==> src/cart_defs.svh <==
// Bus widths, header addresses, region codes, quirk bit positions and gun defaults
`ifndef CART_DEFS_SVH
`define CART_DEFS_SVH

// Host download bus
`define CART_ADDR_W 25
`define CART_DATA_W 16

// Cartridge header layout
`define HDR_REGION_LO  25'h1F0
`define HDR_REGION_HI  25'h1F2
`define HDR_READY_ADDR 25'h200
`define ID_FIRST_ADDR  25'h182 // First serial-number word
`define ID_LOOKUP_ADDR 25'h18C // Serial complete, look it up

// Console region codes
`define REGION_JP 2'd0
`define REGION_US 2'd1
`define REGION_EU 2'd2

// Bit positions in the quirk vector
`define QUIRK_SRAM   0
`define QUIRK_EEPROM 1
`define QUIRK_NORAM  2
`define QUIRK_FIFO   3
`define QUIRK_PIER   4
`define QUIRK_SVP    5
`define QUIRK_FMBUSY 6
`define QUIRK_SCHAN  7

`define GUN_DELAY_DEFAULT 8'd44

`endif

==> src/cart_pkg.sv <==
// Cartridge header helpers for byte swap, region letters and serial-number quirks
`include "cart_defs.svh"

package cart_pkg;

	function automatic logic [15:0] swap_bytes(input logic [15:0] w);
		return {w[7:0], w[15:8]};
	endfunction

	// One-hot {J, U, other valid}, zero when no letter
	function automatic logic [2:0] classify_letter(input logic [7:0] c);
		if (c == "J")
			return 3'b100;
		else if (c == "U")
			return 3'b010;
		else if (c >= "0" && c <= "Z")
			return 3'b001;
		return 3'b000;
	endfunction

	function automatic void lookup_quirks(input logic [63:0] id, output logic [7:0] quirk,
			output logic gun, output logic [7:0] delay);
		quirk = '0;
		gun = 1'b0;
		delay = `GUN_DELAY_DEFAULT;
		case (id)
			"T-081276", "T-81406 ", "T-081586", "T-81576 ",
			"T-81476 ": quirk[`QUIRK_SRAM] = 1'b1;
			"MK-1215 ", "G-4060  ", "00001211", "MK-1228 ", "G-5538  ",
			"00004076", "T-12046 ", "T-12053 ", "G-4524  ": quirk[`QUIRK_EEPROM] = 1'b1;
			"T-113016": quirk[`QUIRK_NORAM] = 1'b1;   // Fake RAM check
			"T-89016 ": quirk[`QUIRK_FIFO] = 1'b1;
			"T-574023", "T-574013": quirk[`QUIRK_PIER] = 1'b1;
			"MK-1229 ", "G-7001  ": quirk[`QUIRK_SVP] = 1'b1;
			"T-35036 ", "T-25073 ", "MK-1137-": quirk[`QUIRK_FMBUSY] = 1'b1;
			"T-68???-": quirk[`QUIRK_SCHAN] = 1'b1;    // Literal question marks
			default: ;
		endcase
		// Light-gun type and sensor timing
		case (id)
			"MK-1533 ": delay = 8'd100;
			"T-95096-": {gun, delay} = {1'b1, 8'd52};
			"T-95136-": {gun, delay} = {1'b1, 8'd30};
			"MK-1658 ": delay = 8'd120;
			"T-081156": delay = 8'd126;
			default: ;
		endcase
	endfunction

endpackage

==> src/cheat_pkg.sv <==
// Cheat record union and byte-offset to word-slot mapping
package cheat_pkg;

	// Same 128 bits seen as named fields or as host words
	typedef union packed {
		struct packed {
			logic [31:0] flags;
			logic [31:0] address;
			logic [31:0] compare;
			logic [31:0] replace;
		} fields;
		logic [7:0][15:0] words;
	} cheat_code_u;

	// Low word of each field arrives first
	function automatic logic [2:0] cheat_slot(input logic [3:0] offset);
		return {~offset[3], ~offset[2], offset[1]};
	endfunction

endpackage

==> src/dl_if.sv <==
// Download bus interface with source and sink modports
`timescale 1ns/1ps
`include "cart_defs.svh"

interface dl_if;
	logic download;
	logic [7:0] index;
	logic wr;
	logic [`CART_ADDR_W-1:0] addr;
	logic [`CART_DATA_W-1:0] data;

	modport src (output download, index, wr, addr, data);
	modport snk (input download, index, wr, addr, data);
endinterface

==> src/dl_demux.sv <==
// Host bus split into cartridge and code buses, download start/end pulses
`timescale 1ns/1ps
`include "cart_defs.svh"

module dl_demux (
	input  logic clk_sys,
	input  logic RESET,
	input  logic ioctl_download,
	input  logic [7:0] ioctl_index,
	input  logic ioctl_wr,
	input  logic [`CART_ADDR_W-1:0] ioctl_addr,
	input  logic [`CART_DATA_W-1:0] ioctl_data,
	dl_if.src cart,
	dl_if.src code,
	output logic dl_start,
	output logic dl_end
);
	logic code_sel;
	logic cart_dl_q;

	assign code_sel = &ioctl_index; // All ones selects cheat codes

	assign cart.download = ioctl_download & ~code_sel;
	assign cart.index = ioctl_index;
	assign cart.wr = ioctl_wr;
	assign cart.addr = ioctl_addr;
	assign cart.data = ioctl_data;

	assign code.download = ioctl_download & code_sel;
	assign code.index = ioctl_index;
	assign code.wr = ioctl_wr;
	assign code.addr = ioctl_addr;
	assign code.data = ioctl_data;

	always_ff @(posedge clk_sys) begin
		if (RESET) begin
			cart_dl_q <= 1'b0;
			dl_start <= 1'b0;
			dl_end <= 1'b0;
		end else begin
			cart_dl_q <= cart.download;
			dl_start <= cart.download & ~cart_dl_q;
			dl_end <= ~cart.download & cart_dl_q;
		end
	end
endmodule

==> src/rom_write_pacer.sv <==
// ROM write toggle handshake, host wait and ROM size capture
`timescale 1ns/1ps
`include "cart_defs.svh"

module rom_write_pacer import cart_pkg::*; (
	input  logic clk_sys,
	input  logic RESET,
	dl_if.snk cart,
	input  logic dl_end,
	input  logic rom_wrack,
	output logic rom_wr,
	output logic ioctl_wait,
	output logic [`CART_ADDR_W-2:0] rom_addr,
	output logic [`CART_DATA_W-1:0] rom_wdata,
	output logic [`CART_ADDR_W-1:0] rom_sz
);
	// Memory is word addressed, image bytes arrive swapped
	assign rom_addr = cart.addr[`CART_ADDR_W-1:1];
	assign rom_wdata = swap_bytes(cart.data);

	always_ff @(posedge clk_sys) begin
		if (RESET) begin
			ioctl_wait <= 1'b0;
			rom_wr <= 1'b0;
		end else if (cart.download & cart.wr) begin
			ioctl_wait <= 1'b1;
			rom_wr <= ~rom_wr; // New request
		end else if (ioctl_wait && rom_wr == rom_wrack) begin
			ioctl_wait <= 1'b0;
		end
	end

	// Last address still held on the bus
	always_ff @(posedge clk_sys) begin
		if (dl_end)
			rom_sz <= cart.addr;
	end
endmodule

==> src/header_sniffer.sv <==
// Region letter flags and header-ready level from the cartridge header
`timescale 1ns/1ps
`include "cart_defs.svh"

module header_sniffer import cart_pkg::*; (
	input  logic clk_sys,
	dl_if.snk cart,
	input  logic dl_start,
	input  logic dl_end,
	output logic hdr_j,
	output logic hdr_u,
	output logic hdr_e,
	output logic hdr_ready
);
	logic cart_wr;
	logic [2:0] cls_lo;
	logic [2:0] cls_hi;

	assign cart_wr = cart.download & cart.wr;
	assign cls_lo = classify_letter(cart.data[7:0]);
	assign cls_hi = classify_letter(cart.data[15:8]);

	// Sticky flags, fresh for every image
	always_ff @(posedge clk_sys) begin
		if (dl_start)
			{hdr_j, hdr_u, hdr_e} <= 3'b000;
		else if (cart_wr && cart.addr == `HDR_REGION_LO)
			{hdr_j, hdr_u, hdr_e} <= {hdr_j, hdr_u, hdr_e} | cls_lo | cls_hi;
		else if (cart_wr && cart.addr == `HDR_REGION_HI)
			{hdr_j, hdr_u, hdr_e} <= {hdr_j, hdr_u, hdr_e} | cls_lo; // Third letter only
	end

	always_ff @(posedge clk_sys) begin
		if (dl_start | dl_end)
			hdr_ready <= 1'b0;
		else if (cart_wr && cart.addr == `HDR_READY_ADDR)
			hdr_ready <= 1'b1; // Header fully passed
	end
endmodule

==> src/region_select.sv <==
// Console region request from header flags or file extension index
`timescale 1ns/1ps
`include "cart_defs.svh"

module region_select (
	input  logic clk_sys,
	input  logic RESET,
	input  logic hdr_j,
	input  logic hdr_u,
	input  logic hdr_e,
	input  logic hdr_ready,
	input  logic [7:0] index,
	input  logic [1:0] region_mode,
	input  logic [1:0] region_priority,
	output logic [1:0] region_req,
	output logic region_set
);
	logic ready_q;
	logic ready_rise;
	logic ready_fall;
	logic [1:0] hdr_pick;

	assign ready_rise = hdr_ready & ~ready_q;
	assign ready_fall = ~hdr_ready & ready_q;

	// First present region in priority order, else the fallback
	always_comb begin
		case (region_priority)
			2'd0: hdr_pick = hdr_u ? `REGION_US : hdr_e ? `REGION_EU : hdr_j ? `REGION_JP : `REGION_US;
			2'd1: hdr_pick = hdr_e ? `REGION_EU : hdr_u ? `REGION_US : hdr_j ? `REGION_JP : `REGION_EU;
			2'd2: hdr_pick = hdr_u ? `REGION_US : hdr_j ? `REGION_JP : hdr_e ? `REGION_EU : `REGION_US;
			default: hdr_pick = hdr_j ? `REGION_JP : hdr_u ? `REGION_US : hdr_e ? `REGION_EU : `REGION_JP;
		endcase
	end

	always_ff @(posedge clk_sys) begin
		if (RESET) begin
			ready_q <= 1'b0;
			region_set <= 1'b0;
		end else begin
			ready_q <= hdr_ready;
			if (ready_rise && region_mode == 2'd1)
				region_set <= 1'b1;
			else if (ready_rise && region_mode == 2'd0)
				region_set <= |index; // Extension index, zero means none
			else if (ready_fall)
				region_set <= 1'b0;
		end
	end

	always_ff @(posedge clk_sys) begin
		if (ready_rise && region_mode == 2'd1)
			region_req <= hdr_pick;
		else if (ready_rise && region_mode == 2'd0)
			region_req <= index[7:6];
	end
endmodule

==> src/cart_quirk_regs.sv <==
// Serial-number capture and per-game quirk and light-gun registers
`timescale 1ns/1ps
`include "cart_defs.svh"

module cart_quirk_regs import cart_pkg::*; (
	input  logic clk_sys,
	input  logic RESET,
	dl_if.snk cart,
	input  logic dl_start,
	output logic [7:0] quirks,
	output logic gun_type,
	output logic [7:0] gun_delay
);
	logic cart_wr;
	logic [63:0] cart_id;
	logic [7:0] id_quirks;
	logic id_gun;
	logic [7:0] id_delay;

	assign cart_wr = cart.download & cart.wr;

	//////////////////////////////
	// Serial number, eight ASCII bytes
	//////////////////////////////

	always_ff @(posedge clk_sys) begin
		if (cart_wr) begin
			case (cart.addr)
				`ID_FIRST_ADDR:          cart_id[63:56] <= cart.data[15:8];
				`ID_FIRST_ADDR + 25'd2:  cart_id[55:40] <= swap_bytes(cart.data);
				`ID_FIRST_ADDR + 25'd4:  cart_id[39:24] <= swap_bytes(cart.data);
				`ID_FIRST_ADDR + 25'd6:  cart_id[23:8] <= swap_bytes(cart.data);
				`ID_FIRST_ADDR + 25'd8:  cart_id[7:0] <= cart.data[7:0]; // Last byte
				default: ;
			endcase
		end
	end

	always_comb begin
		lookup_quirks(cart_id, id_quirks, id_gun, id_delay);
	end

	//////////////////////////////
	// Core configuration
	//////////////////////////////

	always_ff @(posedge clk_sys) begin
		if (RESET) begin
			quirks <= '0;
			gun_type <= 1'b0;
			gun_delay <= `GUN_DELAY_DEFAULT;
		end else if (dl_start) begin
			quirks <= '0;
		end else if (cart_wr && cart.addr == `ID_LOOKUP_ADDR) begin
			quirks <= quirks | id_quirks;
			gun_type <= id_gun;
			gun_delay <= id_delay; // Default unless a gun title
		end
	end
endmodule

==> src/cheat_loader.sv <==
// Cheat record assembly from code download words
`timescale 1ns/1ps

module cheat_loader import cheat_pkg::*; (
	input  logic clk_sys,
	input  logic RESET,
	dl_if.snk code,
	output cheat_code_u gg_code,
	output logic gg_valid,
	output logic gg_reset
);
	logic code_wr;

	assign code_wr = code.download & code.wr;

	// Odd offsets carry nothing
	always_ff @(posedge clk_sys) begin
		if (code_wr && !code.addr[0])
			gg_code.words[cheat_slot(code.addr[3:0])] <= code.data;
	end

	always_ff @(posedge clk_sys) begin
		if (RESET) begin
			gg_valid <= 1'b0;
			gg_reset <= 1'b0;
		end else begin
			gg_valid <= code_wr && code.addr[3:0] == 4'd14; // Record complete
			gg_reset <= code_wr && code.addr == '0;         // New code list
		end
	end
endmodule

==> src/cart_loader_top.sv <==
// Cartridge loader top level with download split, ROM pacing, region, quirks and cheats
`timescale 1ns/1ps
`include "cart_defs.svh"

module cart_loader_top import cheat_pkg::*; (
	input  logic clk_sys,
	input  logic RESET,
	input  logic ioctl_download,
	input  logic [7:0] ioctl_index,
	input  logic ioctl_wr,
	input  logic [`CART_ADDR_W-1:0] ioctl_addr,
	input  logic [`CART_DATA_W-1:0] ioctl_data,
	output logic ioctl_wait,
	output logic rom_wr,
	input  logic rom_wrack,
	output logic [`CART_ADDR_W-2:0] rom_addr,
	output logic [`CART_DATA_W-1:0] rom_wdata,
	output logic [`CART_ADDR_W-1:0] rom_sz,
	input  logic [1:0] region_mode,
	input  logic [1:0] region_priority,
	output logic [1:0] region_req,
	output logic region_set,
	output logic [7:0] quirks,
	output logic gun_type,
	output logic [7:0] gun_delay,
	output logic [31:0] gg_flags,
	output logic [31:0] gg_address,
	output logic [31:0] gg_compare,
	output logic [31:0] gg_replace,
	output logic gg_valid,
	output logic gg_reset
);
	dl_if cart_bus();
	dl_if code_bus();

	logic dl_start;
	logic dl_end;
	logic hdr_j;
	logic hdr_u;
	logic hdr_e;
	logic hdr_ready;
	cheat_code_u gg_code;

	//////////////////////////////
	// Download side
	//////////////////////////////

	dl_demux u_demux (
		.clk_sys(clk_sys), .RESET(RESET),
		.ioctl_download(ioctl_download), .ioctl_index(ioctl_index),
		.ioctl_wr(ioctl_wr), .ioctl_addr(ioctl_addr), .ioctl_data(ioctl_data),
		.cart(cart_bus), .code(code_bus),
		.dl_start(dl_start), .dl_end(dl_end)
	);

	rom_write_pacer u_pacer (
		.clk_sys(clk_sys), .RESET(RESET), .cart(cart_bus), .dl_end(dl_end),
		.rom_wrack(rom_wrack), .rom_wr(rom_wr), .ioctl_wait(ioctl_wait),
		.rom_addr(rom_addr), .rom_wdata(rom_wdata), .rom_sz(rom_sz)
	);

	//////////////////////////////
	// Header and core setup
	//////////////////////////////

	header_sniffer u_sniffer (
		.clk_sys(clk_sys), .cart(cart_bus), .dl_start(dl_start), .dl_end(dl_end),
		.hdr_j(hdr_j), .hdr_u(hdr_u), .hdr_e(hdr_e), .hdr_ready(hdr_ready)
	);

	region_select u_region (
		.clk_sys(clk_sys), .RESET(RESET),
		.hdr_j(hdr_j), .hdr_u(hdr_u), .hdr_e(hdr_e), .hdr_ready(hdr_ready),
		.index(cart_bus.index), .region_mode(region_mode),
		.region_priority(region_priority),
		.region_req(region_req), .region_set(region_set)
	);

	cart_quirk_regs u_quirks (
		.clk_sys(clk_sys), .RESET(RESET), .cart(cart_bus), .dl_start(dl_start),
		.quirks(quirks), .gun_type(gun_type), .gun_delay(gun_delay)
	);

	cheat_loader u_cheats (
		.clk_sys(clk_sys), .RESET(RESET), .code(code_bus),
		.gg_code(gg_code), .gg_valid(gg_valid), .gg_reset(gg_reset)
	);

	// Field view of the cheat record
	assign gg_flags = gg_code.fields.flags;
	assign gg_address = gg_code.fields.address;
	assign gg_compare = gg_code.fields.compare;
	assign gg_replace = gg_code.fields.replace;
endmodule

==> config.mk <==
export PLATFORM = sky130hd
export DESIGN_NAME = cart_loader_top
export DESIGN_NICKNAME = d
export VERILOG_FILES = /design/src/cart_pkg.sv /design/src/cheat_pkg.sv /design/src/dl_if.sv /design/src/dl_demux.sv /design/src/rom_write_pacer.sv /design/src/header_sniffer.sv /design/src/region_select.sv /design/src/cart_quirk_regs.sv /design/src/cheat_loader.sv /design/src/cart_loader_top.sv
export VERILOG_INCLUDE_DIRS = /design/src
export SDC_FILE = /design/constraint.sdc
export NUM_CORES = 1
export LEC_CHECK = 0
export BUFFER_PORTS_ARGS = -buffer_cell sky130_fd_sc_hd__buf_2
export CAP_MARGIN = 20
export CORE_ASPECT_RATIO = 0.6
export CORE_UTILIZATION = 30
export CTS_CLUSTER_SIZE = 16
export DETAILED_ROUTE_END_ITERATION = 8
export GPL_TIMING_DRIVEN = 0
export HOLD_SLACK_MARGIN = 0.08
export PLACE_DENSITY = 0.55
export SLEW_MARGIN = 15
export SYNTH_ARGS = -nofsm -noshare
export SYNTH_HDL_FRONTEND = slang
export SYNTH_SLANG_ARGS = --single-unit
==> constraint.sdc <==
create_clock -name clk_sys -period 3.24 [get_ports clk_sys]
set_input_delay 0.162 -clock clk_sys [delete_from_list [all_inputs] [get_ports clk_sys]]
set_output_delay 0.162 -clock clk_sys [all_outputs]
set_load 0.05 [all_outputs]
== Word-level counts from Yosys, hierarchy flattened ==
Cells that the tools add are included.
Storage, ports and cells
  register bits after elaboration: 249
  input port bits: 58
Cells by class
  magnitude comparators: 6
  eq/ne operators: 47
  multiplexer cells: 53
  bitwise operators: 21
  reductions and logical operators: 36
Operator list (count)
  $eq A64 B63 Y1 const B: 27
  $eq A25 B9 Y1 const B: 8
  $bwmux W128: 1
  $eq A64 B62 Y1 const B: 2
  $demux W16 S3: 1
  $pmux W7 S5: 1
  $eq A8 B7 Y1 const B: 4
  $mux W1: 27
  $mux W2: 13
  $eq A25 B10 Y1 const B: 1
  $logic_not A25 Y1: 1
  $mux W3: 8
  $ge A8 B6 Y1 const B: 2
  $le A8 B7 Y1 const B: 2
  $mux W16: 1
  $logic_and A1 B1 Y1: 13
  $reduce_and A2 Y1: 6
  $not A1 Y1: 9
  $reduce_or A9 Y1: 1
  $and A1 B1 Y1: 8
  $or A8 B8 Y8: 1
  $reduce_and A8 Y1: 1
  $reduce_or A2 Y1: 4
  $reduce_or A8 Y1: 1
  15 further kinds: 20

== Logic depth before layout (Yosys ltp) ==
Gate-level depths: netlist of run 1.
  depth after elaboration: 9
  depth in mapped cells: 7
  gate-level depth less buffers: 6

== Hierarchy ==
A second synthesis of run 1 with hierarchy kept.
Second synthesis, totals
  cell total of the unflattened synthesis: 749
  area, all modules: 10482.6 um^2
By module, submodules not included
  cheat_loader: instances 1, cells an instance 152, area an instance 4018.9 um^2, seq. area each 3883.7 um^2
  cart_quirk_regs: instances 1, cells an instance 331, area an instance 3796.1 um^2, seq. area each 2222.1 um^2
  rom_write_pacer: instances 1, cells an instance 74, area an instance 1142.3 um^2, seq. area each 790.8 um^2
  dl_demux: instances 1, cells an instance 112, area an instance 862.1 um^2, seq. area each 60.1 um^2
  header_sniffer: instances 1, cells an instance 56, area an instance 414.1 um^2, seq. area each 80.1 um^2
  region_select: instances 1, cells an instance 24, area an instance 249.0 um^2, seq. area each 100.1 um^2

== Worst setup path after synthesis of run 1 ==
Ideal clock, no wire load.
  path kind: input port to flip-flop
  from: in ioctl_index[6]
  to: reg u_cheats.gg_code[112] (netlist bit) (enable)
  arrival: 2.077 ns
  required time: 2.831 ns
  setup slack: 0.753 ns
  stages on the path: 5
  buffers on the path: 0
  cells stage by stage: nand4_1 > or2_2 > nor3_1 > nand2_1 > nor3_1
On the way
  word-level cells in the longest chain between the ends: 4
RTL lines
  from (decl): line cart_loader_top.sv:9  | input logic [7:0] ioctl_index,
  $reduce_and A8 Y1: line dl_demux.sv:21  | assign code_sel = &ioctl_index;
  $and A1 B1 Y1: line dl_demux.sv:29  | assign code.download = ioctl_download & code_sel;
  $and A1 B1 Y1: line cheat_loader.sv:14  | assign code_wr = code.download & code.wr;
  $logic_and A1 B1 Y1: line cheat_loader.sv:18  | if (code_wr && !code.addr[0])
  to (decl): line cheat_loader.sv:8  | output cheat_code_u gg_code,
Every way passes these cells.
A chain may end at the register's enable or synchronous reset.

== Final worst setup path of run 1 ==
  from: in ioctl_addr[11]
  to: reg u_quirks.cart_id[2] (enable)
On the way
  word-level cells in the longest chain between the ends: 2
RTL lines
  from (decl): line cart_loader_top.sv:11  | input logic [`CART_ADDR_W-1:0] ioctl_addr,
  $eq A25 B9 Y1: line cart_quirk_regs.sv:28  | case (cart.addr)
  $reduce_and A2 Y1 (no line)
  to (signal assigned): line cart_quirk_regs.sv:33  | `ID_FIRST_ADDR + 25'd8: cart_id[7:0] <= cart.data[7:0];
  to (decl): line cart_quirk_regs.sv:15  | logic [63:0] cart_id;
Every way passes these cells.

==> results of run 1 <==
-- cell usage in the layout (no fill, tap or decap), types with 3 or more instances in the layout --
cell	synthesis	routed
sky130_fd_sc_hd__o2111ai_1	4	4
sky130_fd_sc_hd__xor2_1	3	3
sky130_fd_sc_hd__nor4_4	3	3
sky130_fd_sc_hd__nor2b_1	8	8
sky130_fd_sc_hd__nor2_1	45	36
sky130_fd_sc_hd__nand4_1	18	18
sky130_fd_sc_hd__nor2_2	0	7
sky130_fd_sc_hd__buf_2	2	273
sky130_fd_sc_hd__clkinv_2	0	5
sky130_fd_sc_hd__o21ai_0	7	7
sky130_fd_sc_hd__buf_4	43	47
sky130_fd_sc_hd__a31oi_1	3	3
sky130_fd_sc_hd__and2_1	5	5
sky130_fd_sc_hd__clkbuf_16	0	25
sky130_fd_sc_hd__nor3b_1	6	6
sky130_fd_sc_hd__nand2_1	34	34
sky130_fd_sc_hd__or4_1	3	3
sky130_fd_sc_hd__nor4_1	21	21
sky130_fd_sc_hd__dlygate4sd3_1	0	50
sky130_fd_sc_hd__edfxtp_1	219	219
sky130_fd_sc_hd__nor4b_1	7	7
sky130_fd_sc_hd__and4b_1	5	5
sky130_fd_sc_hd__and4bb_2	3	3
sky130_fd_sc_hd__and3_1	5	5
sky130_fd_sc_hd__clkinv_1	0	5
sky130_fd_sc_hd__clkbuf_1	5	8
sky130_fd_sc_hd__o21a_1	4	4
sky130_fd_sc_hd__inv_1	8	8
sky130_fd_sc_hd__nor4bb_1	3	3
sky130_fd_sc_hd__a21oi_1	16	16
sky130_fd_sc_hd__nor3_1	35	32
sky130_fd_sc_hd__a41oi_1	3	3
sky130_fd_sc_hd__nand3_1	19	19
sky130_fd_sc_hd__nand2b_1	9	9
sky130_fd_sc_hd__buf_6	1	6
sky130_fd_sc_hd__nor3_2	3	6
sky130_fd_sc_hd__nand4b_1	5	5
sky130_fd_sc_hd__dfxtp_1	28	28
sky130_fd_sc_hd__nand3b_1	6	6
-- how the worst max path moves through the flow --
stage | end | cells after the start | startpoint | slack (ns)
6_report | u_quirks.cart_id[2] | 7 | ioctl_addr[11] | 0.64
5_1_grt | u_quirks.cart_id[2] | 7 | ioctl_addr[10] | 0.40
4_1_cts | u_quirks.cart_id[3] | 7 | ioctl_addr[11] | 0.61
3_5_place_dp | u_quirks.cart_id[2] | 6 | ioctl_addr[11] | 0.59
3_3_place_gp | u_cheats.gg_code[119] | 6 | ioctl_index[6] | -0.91
2_1_floorplan | u_cheats.gg_code[112] | 5 | ioctl_index[6] | 0.75
-- stage by stage --
step	area [sq um]	instances	setup TNS (ns)	setup slack, ns
after floorplan	9560	632	0	0.753
after global placement	11400	1319	-34.74	-0.908
after detailed placement	11600	1330	0	0.585
after CTS	12900	1423	0	0.607
after global routing	12900	1424	0	0.396
final	12900	1425	0	0.636
-- flip-flops by register name, summed over array words and instances (netlist names), 2 cells and up --
name	count
u_quirks.cart_id	64
u_quirks.quirks	8
u_quirks.gun_delay	6
u_pacer.rom_sz	25
u_region.region_req	2
u_cheats.gg_code	128
-- critical path, delay by kind of cell --
family	cells	cell delay, ns
AND/OR/NAND/NOR	5	1.91
buffers and inverters	2	0.67
-- power by group through the flow --
stage	Combinational [mW]	Clock (mW)	Sequential, mW
CTS	0.399	2.85	3.48
detailed placement	0.352	0	3.55
floorplan	0.174	0	3.57
global placement	0.346	0	3.55
global route	0.428	2.97	3.47
finish	0.400	2.78	3.47
-- layout make-up --
cell class	count	area, sq um	area share
Timing Repair Buffer	333	2000	0.155
Antenna cell	1	2.50	0.000194
Inverter	8	30.0	0.00233
Clock inverter	15	129	0.00999
Multi-Input combinational cell	324	2070	0.161
Buffer	53	372	0.0288
Tap cell	416	520	0.0403
Sequential cell	247	7140	0.553
Clock buffer	28	637	0.0494
-- per-layer routing --
layer | GRT usage | up-vias | part of all wire
met4 | 0.0337 | 0 | 0.015
met1 | 0.261 | 3402 | 0.48
met5 | 0 | - | 0
met2 | 0.260 | 311 | 0.41
met3 | 0.0566 | 38 | 0.087
li1 | - | 3151 | -
-- logic make-up (layout without fill, tap and decap cells) --
family,Yosys count,count (layout),synth area share
flops,247,247,0.746
xor+xnor,3,3,0.00275
compound gates,55,55,0.0398
mux,2,2,0.00209
simple gates,262,262,0.166
buf+inv,61,437,0.0420
other cells,1,3,0.000392
==> tab_implementation.tex, run 1 <==
\begin{tabular}{lr}
\hline
Metric & Value \\
\hline
\multicolumn{2}{l}{\textbf{Critical path}} \\
Cells traversed along the worst timing path & dlygate4sd3\_1 > buf\_2 > nor4\_1 > nand4\_1 > nor3\_1 > nand3\_1 > nor2\_1 \\
Kind of critical path & input pin to register \\
Startpoint type of the worst setup path & input pin \\
Worst path required time & about 3.4 ns \\
Endpoint type of the worst setup path & register \\
Crit Path Max Fanout & 8 \\
Slowest-stage cell, CP & sky130\_fd\_sc\_hd\_\_nor2\_1 \\
Reg2Reg Depth & 6 \\
CP Data Arrival Time & around 2.8 ns \\
R2r startpoint & u\_quirks.cart\_id[30] \\
Reg2Reg Capture Point & u\_quirks.gun\_delay[4] \\
Flop-to-flop setup slack & 0.66 ns \\
Delay of the slowest critical-path stage & 0.80 ns \\
\multicolumn{2}{l}{\textbf{Power}} \\
Part of the total power dissipated in combinational logic & 0.060 \\
Power density over the cells & 515 mW/mm\^{}2 \\
Sw Share & 0.222 \\
Proportion of power drawn by flip-flops and latches & 0.522 \\
Net switching power figure & 1.48 mW \\
Leakage component of the power & about 4.7 nW \\
Fraction of power consumed by the clock network & 0.417 \\
Largest vdd supply drop & between 0.3 and 0.4 mV \\
Internal portion of total power & 5.17 mW \\
Total Power & 6.65 mW \\
\multicolumn{2}{l}{\textbf{Clock tree}} \\
Number of clock sinks seen by CTS & 247 \\
Clock latency on the worst-skew pair & 0.54 ns \\
Clock-pin slew on the worst setup and hold paths & about 0.06 ns \\
CTS Buf Count & 25 \\
Root buffer cell & sky130\_fd\_sc\_hd\_\_clkbuf\_16 \\
Clock tree from TritonCTS & yes \\
Number of gates resized after CTS & 0 \\
Count of buffers added by post-CTS timing repair for setup & 0 \\
Max Root-Sink Buffers & 3 \\
Post-CTS Hold Fix Bufs & 50 \\
Htree depth & 1 \\
\multicolumn{2}{l}{\textbf{GRT}} \\
Number of global-route vias before repair & around 6700 \\
Remaining global-route overflow & 0 \\
Initial antenna violation count & 0 \\
GRT Util Overall & 0.179 \\
Global-route wire length before repair & 42900 microns \\
Maximum number of pins on one net before global-route repair & 27 \\
\multicolumn{2}{l}{\textbf{Detailed routing}} \\
Wirelength, routed & 30000 microns \\
Routed vias/inst & just under 5 \\
First-pass iteration count of the detailed router & 5 \\
Violation count after the first detailed-route iteration & 495 \\
ANT nets after route & 0 \\
DRC violations left & 0 \\
Routed wire length per instance & around 21 microns \\
Via Count & approximately 6900 \\
\multicolumn{2}{l}{\textbf{STA}} \\
Slew @ Worst Pin & 1.01 ns \\
Hold slack final & between 0.1 and 0.15 ns \\
Unrepaired setup endpoints after global routing & no \\
Highest achievable clock rate & between 0.3 and 0.4 GHz \\
Final worst-path cycle share & 0.804 \\
Count of endpoints failing hold in the final timing report & 0 \\
Pins over their slew limit & 0 \\
Relative slew margins & 0.322 \\
Final setup fails & 0 \\
Time the worst path needs with I/O delays and setup & 2.60 ns \\
Final setup skew & 0.0108 ns \\
\multicolumn{2}{l}{\textbf{Die}} \\
Die span in y & roughly 140 microns \\
Initial standard-cell utilization of the core & 0.306 \\
Die ar. & 0.0326 sq mm \\
Standard cell core area & 0.0313 sq mm \\
Die width & around 230 microns \\
Number of placed I/O pins & 275 \\
Count of standard-cell rows & 50 \\
\multicolumn{2}{l}{\textbf{Synth}} \\
Fraction of post-synthesis cell area in the top cell type by area & 0.688 \\
Number of enable-type register cells in the synthesized netlist & 219 \\
Async SR Flop Fraction & 0 \\
Number of standard cells after synthesis & 631 \\
Post-synth top area cell & sky130\_fd\_sc\_hd\_\_edfxtp\_1 \\
Number of synthesis warnings & 0 \\
Synth cell types & 64 \\
Sequential fraction of the synthesis area & 0.746 \\
Synthesized area divided by synthesized cell count & 15.2 sq um \\
Ranking of synthesized cells by instance count & sky130\_fd\_sc\_hd\_\_edfxtp\_1, sky130\_fd\_sc\_hd\_\_nor2\_1, sky130\_fd\_sc\_hd\_\_buf\_4, sky130\_fd\_sc\_hd\_\_nor3\_1, sky130\_fd\_sc\_hd\_\_nand2\_1 \\
Total standard cell area after synthesis & 0.00956 sq mm \\
Ranking of synthesized cells by area & sky130\_fd\_sc\_hd\_\_edfxtp\_1, sky130\_fd\_sc\_hd\_\_dfxtp\_1, sky130\_fd\_sc\_hd\_\_buf\_4, sky130\_fd\_sc\_hd\_\_nor3\_1, sky130\_fd\_sc\_hd\_\_nor2\_1 \\
Seq cells post-synth & around 250 \\
Most used standard cell by instance count after synthesis & sky130\_fd\_sc\_hd\_\_edfxtp\_1 \\
Most used DFF post-synth & sky130\_fd\_sc\_hd\_\_edfxtp\_1 \\
\multicolumn{2}{l}{\textbf{Place}} \\
Post-DP HPWL & 21300 microns \\
Number of port buffers & 271 \\
Final Wtd Congestion & 0.941 \\
\multicolumn{2}{l}{\textbf{Layout}} \\
Final core utilization & 0.412 \\
Number of nets in the layout & 1050 \\
Share of post-route cells with drive strength above 1 & 0.391 \\
Synth-to-Final Area Change & 34.9\% \\
Filler Cell Count & approximately 2900 \\
\multicolumn{2}{l}{\textbf{Worst hold path}} \\
Launch instance of the worst min-delay path & ioctl\_data[0] \\
WHS Path Cells & 1 \\
Type of the most critical hold path & input pin to register \\
End point of the most critical hold path & u\_cheats.gg\_code[112] \\
\multicolumn{2}{l}{\textbf{Run status}} \\
Run status & finished clean \\
\multicolumn{2}{l}{\textbf{Job}} \\
Number of max-cap violations & 0 \\
\hline
\end{tabular}
Note: power is estimated with default switching activity, not from simulation.
==> run 2, diff against run 1 <==
--- a/config.mk
+++ b/config.mk
@@ -14,7 +14,7 @@
 export DETAILED_ROUTE_END_ITERATION = 8
 export GPL_TIMING_DRIVEN = 0
 export HOLD_SLACK_MARGIN = 0.08
-export PLACE_DENSITY = 0.55
+export PLACE_DENSITY = 0.57
 export SLEW_MARGIN = 15
 export SYNTH_ARGS = -nofsm -noshare
 export SYNTH_HDL_FRONTEND = slang
==> constraint.sdc (replaced) <==
create_clock -name clk_sys -period 2.1 [get_ports clk_sys]
set_input_delay 0.105 -clock clk_sys [delete_from_list [all_inputs] [get_ports clk_sys]]
set_output_delay 0.105 -clock clk_sys [all_outputs]
set_load 0.05 [all_outputs]
==> tab_implementation.tex, run 2 (same netlist as run 1, synthesis figures left out) <==
\begin{tabular}{lr}
\hline
Metric & Value \\
\hline
\multicolumn{2}{l}{\textbf{Critical path}} \\
Cells traversed along the worst timing path & nor3\_4 > nand4\_1 > nor4\_4 > buf\_4 > nand3\_1 > a21oi\_1 > o21a\_1 \\
Crit Path Max Fanout & 5 \\
Kind of critical path & register to register \\
Delay of the slowest critical-path stage & approximately 0.49 ns \\
Slowest-stage cell, CP & sky130\_fd\_sc\_hd\_\_edfxtp\_1 \\
CP Data Arrival Time & 2.63 ns \\
Endpoint type of the worst setup path & register \\
Startpoint type of the worst setup path & register \\
Worst path required time & around 2.6 ns \\
\multicolumn{2}{l}{\textbf{Clock tree}} \\
Clock tree from TritonCTS & yes \\
Htree depth & 1 \\
Max Root-Sink Buffers & 3 \\
CTS Buf Count & 26 \\
Number of clock sinks seen by CTS & 247 \\
Root buffer cell & sky130\_fd\_sc\_hd\_\_clkbuf\_16 \\
Clock latency on the worst-skew pair & 0.53 ns \\
Clock-pin slew on the worst setup and hold paths & around 0.070 ns \\
\multicolumn{2}{l}{\textbf{Layout}} \\
Number of flip-flops under the largest register name & 128 \\
Synth-to-Final Area Change & 41.2\% \\
Filler Cell Count & about 3000 \\
Final design instance area without fill & 0.0135 sq mm \\
Ant diodes & 0 \\
Sequential cell area in the final layout & around 0.007 sq mm \\
Number of nets in the layout & 1072 \\
Area of combinational cells with multiple inputs & 0.00235 sq mm \\
Most frequent cells in the layout & sky130\_fd\_sc\_hd\_\_buf\_2, sky130\_fd\_sc\_hd\_\_edfxtp\_1, sky130\_fd\_sc\_hd\_\_buf\_4 \\
Final std cells w/o fill & 1450 \\
Most frequent standard cell in the layout excluding fill and tap cells & sky130\_fd\_sc\_hd\_\_buf\_2 \\
Share of post-route cells with drive strength above 1 & 0.429 \\
\multicolumn{2}{l}{\textbf{Die}} \\
Initial standard-cell utilization of the core & 0.306 \\
Die ar. & $\sim$0.033 sq mm \\
Count of standard-cell rows & 50 \\
Standard cell core area & 0.0313 sq mm \\
Die span in y & 140 microns \\
Number of placed I/O pins & 275 \\
Die width & 232 microns \\
\multicolumn{2}{l}{\textbf{STA}} \\
Relative slew margins & 0.430 \\
Count of endpoints failing hold in the final timing report & 0 \\
Slew @ Worst Pin & approximately 0.85 ns \\
Final setup fails & 6 \\
Final setup skew & 0.0120 ns \\
Final worst-path cycle share & 1.03 \\
Time the worst path needs with I/O delays and setup & around 2.2 ns \\
Final Worst Setup Slack & -0.0540 ns \\
Highest achievable clock rate & 0.464 GHz \\
Unrepaired setup endpoints after global routing & yes \\
Hold slack final & $\sim$0.10 ns \\
Pins over their slew limit & 0 \\
\multicolumn{2}{l}{\textbf{Worst hold path}} \\
Type of the most critical hold path & input pin to register \\
\multicolumn{2}{l}{\textbf{Place}} \\
Instance area at placement & between 0.01 and 0.015 sq mm \\
Final Wtd Congestion & 0.982 \\
Worst Setup Slack post-DPL & -0.496 ns \\
\# placed instances & 1328 \\
Post-DP HPWL & 21600 microns \\
Number of port buffers & 271 \\
\multicolumn{2}{l}{\textbf{Detailed routing}} \\
DRC violations left & 0 \\
ANT nets after route & 0 \\
Violation count after the first detailed-route iteration & 554 \\
Routed wire length per instance & around 21 microns \\
First-pass iteration count of the detailed router & 5 \\
Via Count & 7108 \\
Routed vias/inst & about 4.9 \\
Wirelength, routed & 31000 microns \\
\multicolumn{2}{l}{\textbf{GRT}} \\
Maximum number of pins on one net before global-route repair & 27 \\
GRT Util Overall & 0.184 \\
Number of global-route vias before repair & 6811 \\
Remaining global-route overflow & 0 \\
Global-route wire length before repair & 44300 microns \\
Initial antenna violation count & 1 \\
\multicolumn{2}{l}{\textbf{Power}} \\
Power density over the cells & 787 mW/mm\^{}2 \\
Leakage component of the power & between 4 and 5 nW \\
Largest vdd supply drop & roughly 0.69 mV \\
\multicolumn{2}{l}{\textbf{Job}} \\
Number of max-cap violations & 0 \\
\multicolumn{2}{l}{\textbf{Run status}} \\
Violated checks & setup timing \\
Run status & finished, violations left \\
\hline
\end{tabular}
run 2: metal layers:
layer	vias to the layer above	global-route usage	share of wire	wire (microns)
li1	3200	-	-	-
met1	3506	0.273	0.47	14600
met2	371	0.270	0.42	13000
met3	31	0.0513	0.096	2970
met4	0	0.0313	0.015	459
met5	-	0	0	0
run 2: area by class of cell:
type                    instances  share of cell area
clock buffers                  36              0.0533
well taps                     416              0.0385
flip-flops and latches        247               0.529
clock inverters                12              0.0102
inverters                       8             0.00222
multi-input cells             324               0.174
repair buffers                354               0.165
plain buffers                  53              0.0280
run 2: what timing repair did:
item | in CTS | in global routing
hold buffers | 57 | 0
gates cloned | 0 | 0
setup endpoints to repair | 15 | 25
endpoints found under the hold margin | 230 | 0
resized for setup | 30 | 22
pin swaps | 16 | 8
setup buffers | 16 | 0
run 2: worst max-delay path, delay by kind of cell, from the launching register on:
| family | cells | cell delay (ns) |
|---|---|---|
| AND/OR/NAND/NOR | 4 | 1.11 |
| buffers and inverters | 1 | 0.18 |
| AO/OA/AOI/OAI | 2 | 0.32 |
| flip-flops | 1 | 0.49 |
run 2: report_power, final:
| part | switching, mW | internal (mW) |
|---|---|---|
| Clock | 1.86 | 2.76 |
| Sequential | 0.00750 | 5.35 |
| Combinational | 0.423 | 0.212 |
run 2: path summary, 6_finish.rpt:
check | from | endpoint | slack (ns) | cells after the start
max | u_quirks.cart_id[46] | u_quirks.quirks[6] | -0.05 | 7
max reg2reg | u_quirks.cart_id[46] | u_quirks.quirks[6] | -0.05 | 7
min | ioctl_addr[5] | u_sniffer.hdr_u | 0.10 | 5
min reg2reg | u_demux.cart_dl_q | u_demux.dl_start | 0.42 | 1
run 2: per-stage QoR:
step,setup TNS [ns],total power [mW],util
CTS,-0.0458,10.7,0.428
detailed placement,-42.64,6.02,0.372
global route,-0.732,11.0,0.432
floorplan,0,5.78,-
global placement,-183.96,6.01,0.366
finish,-0.0990,10.6,0.432
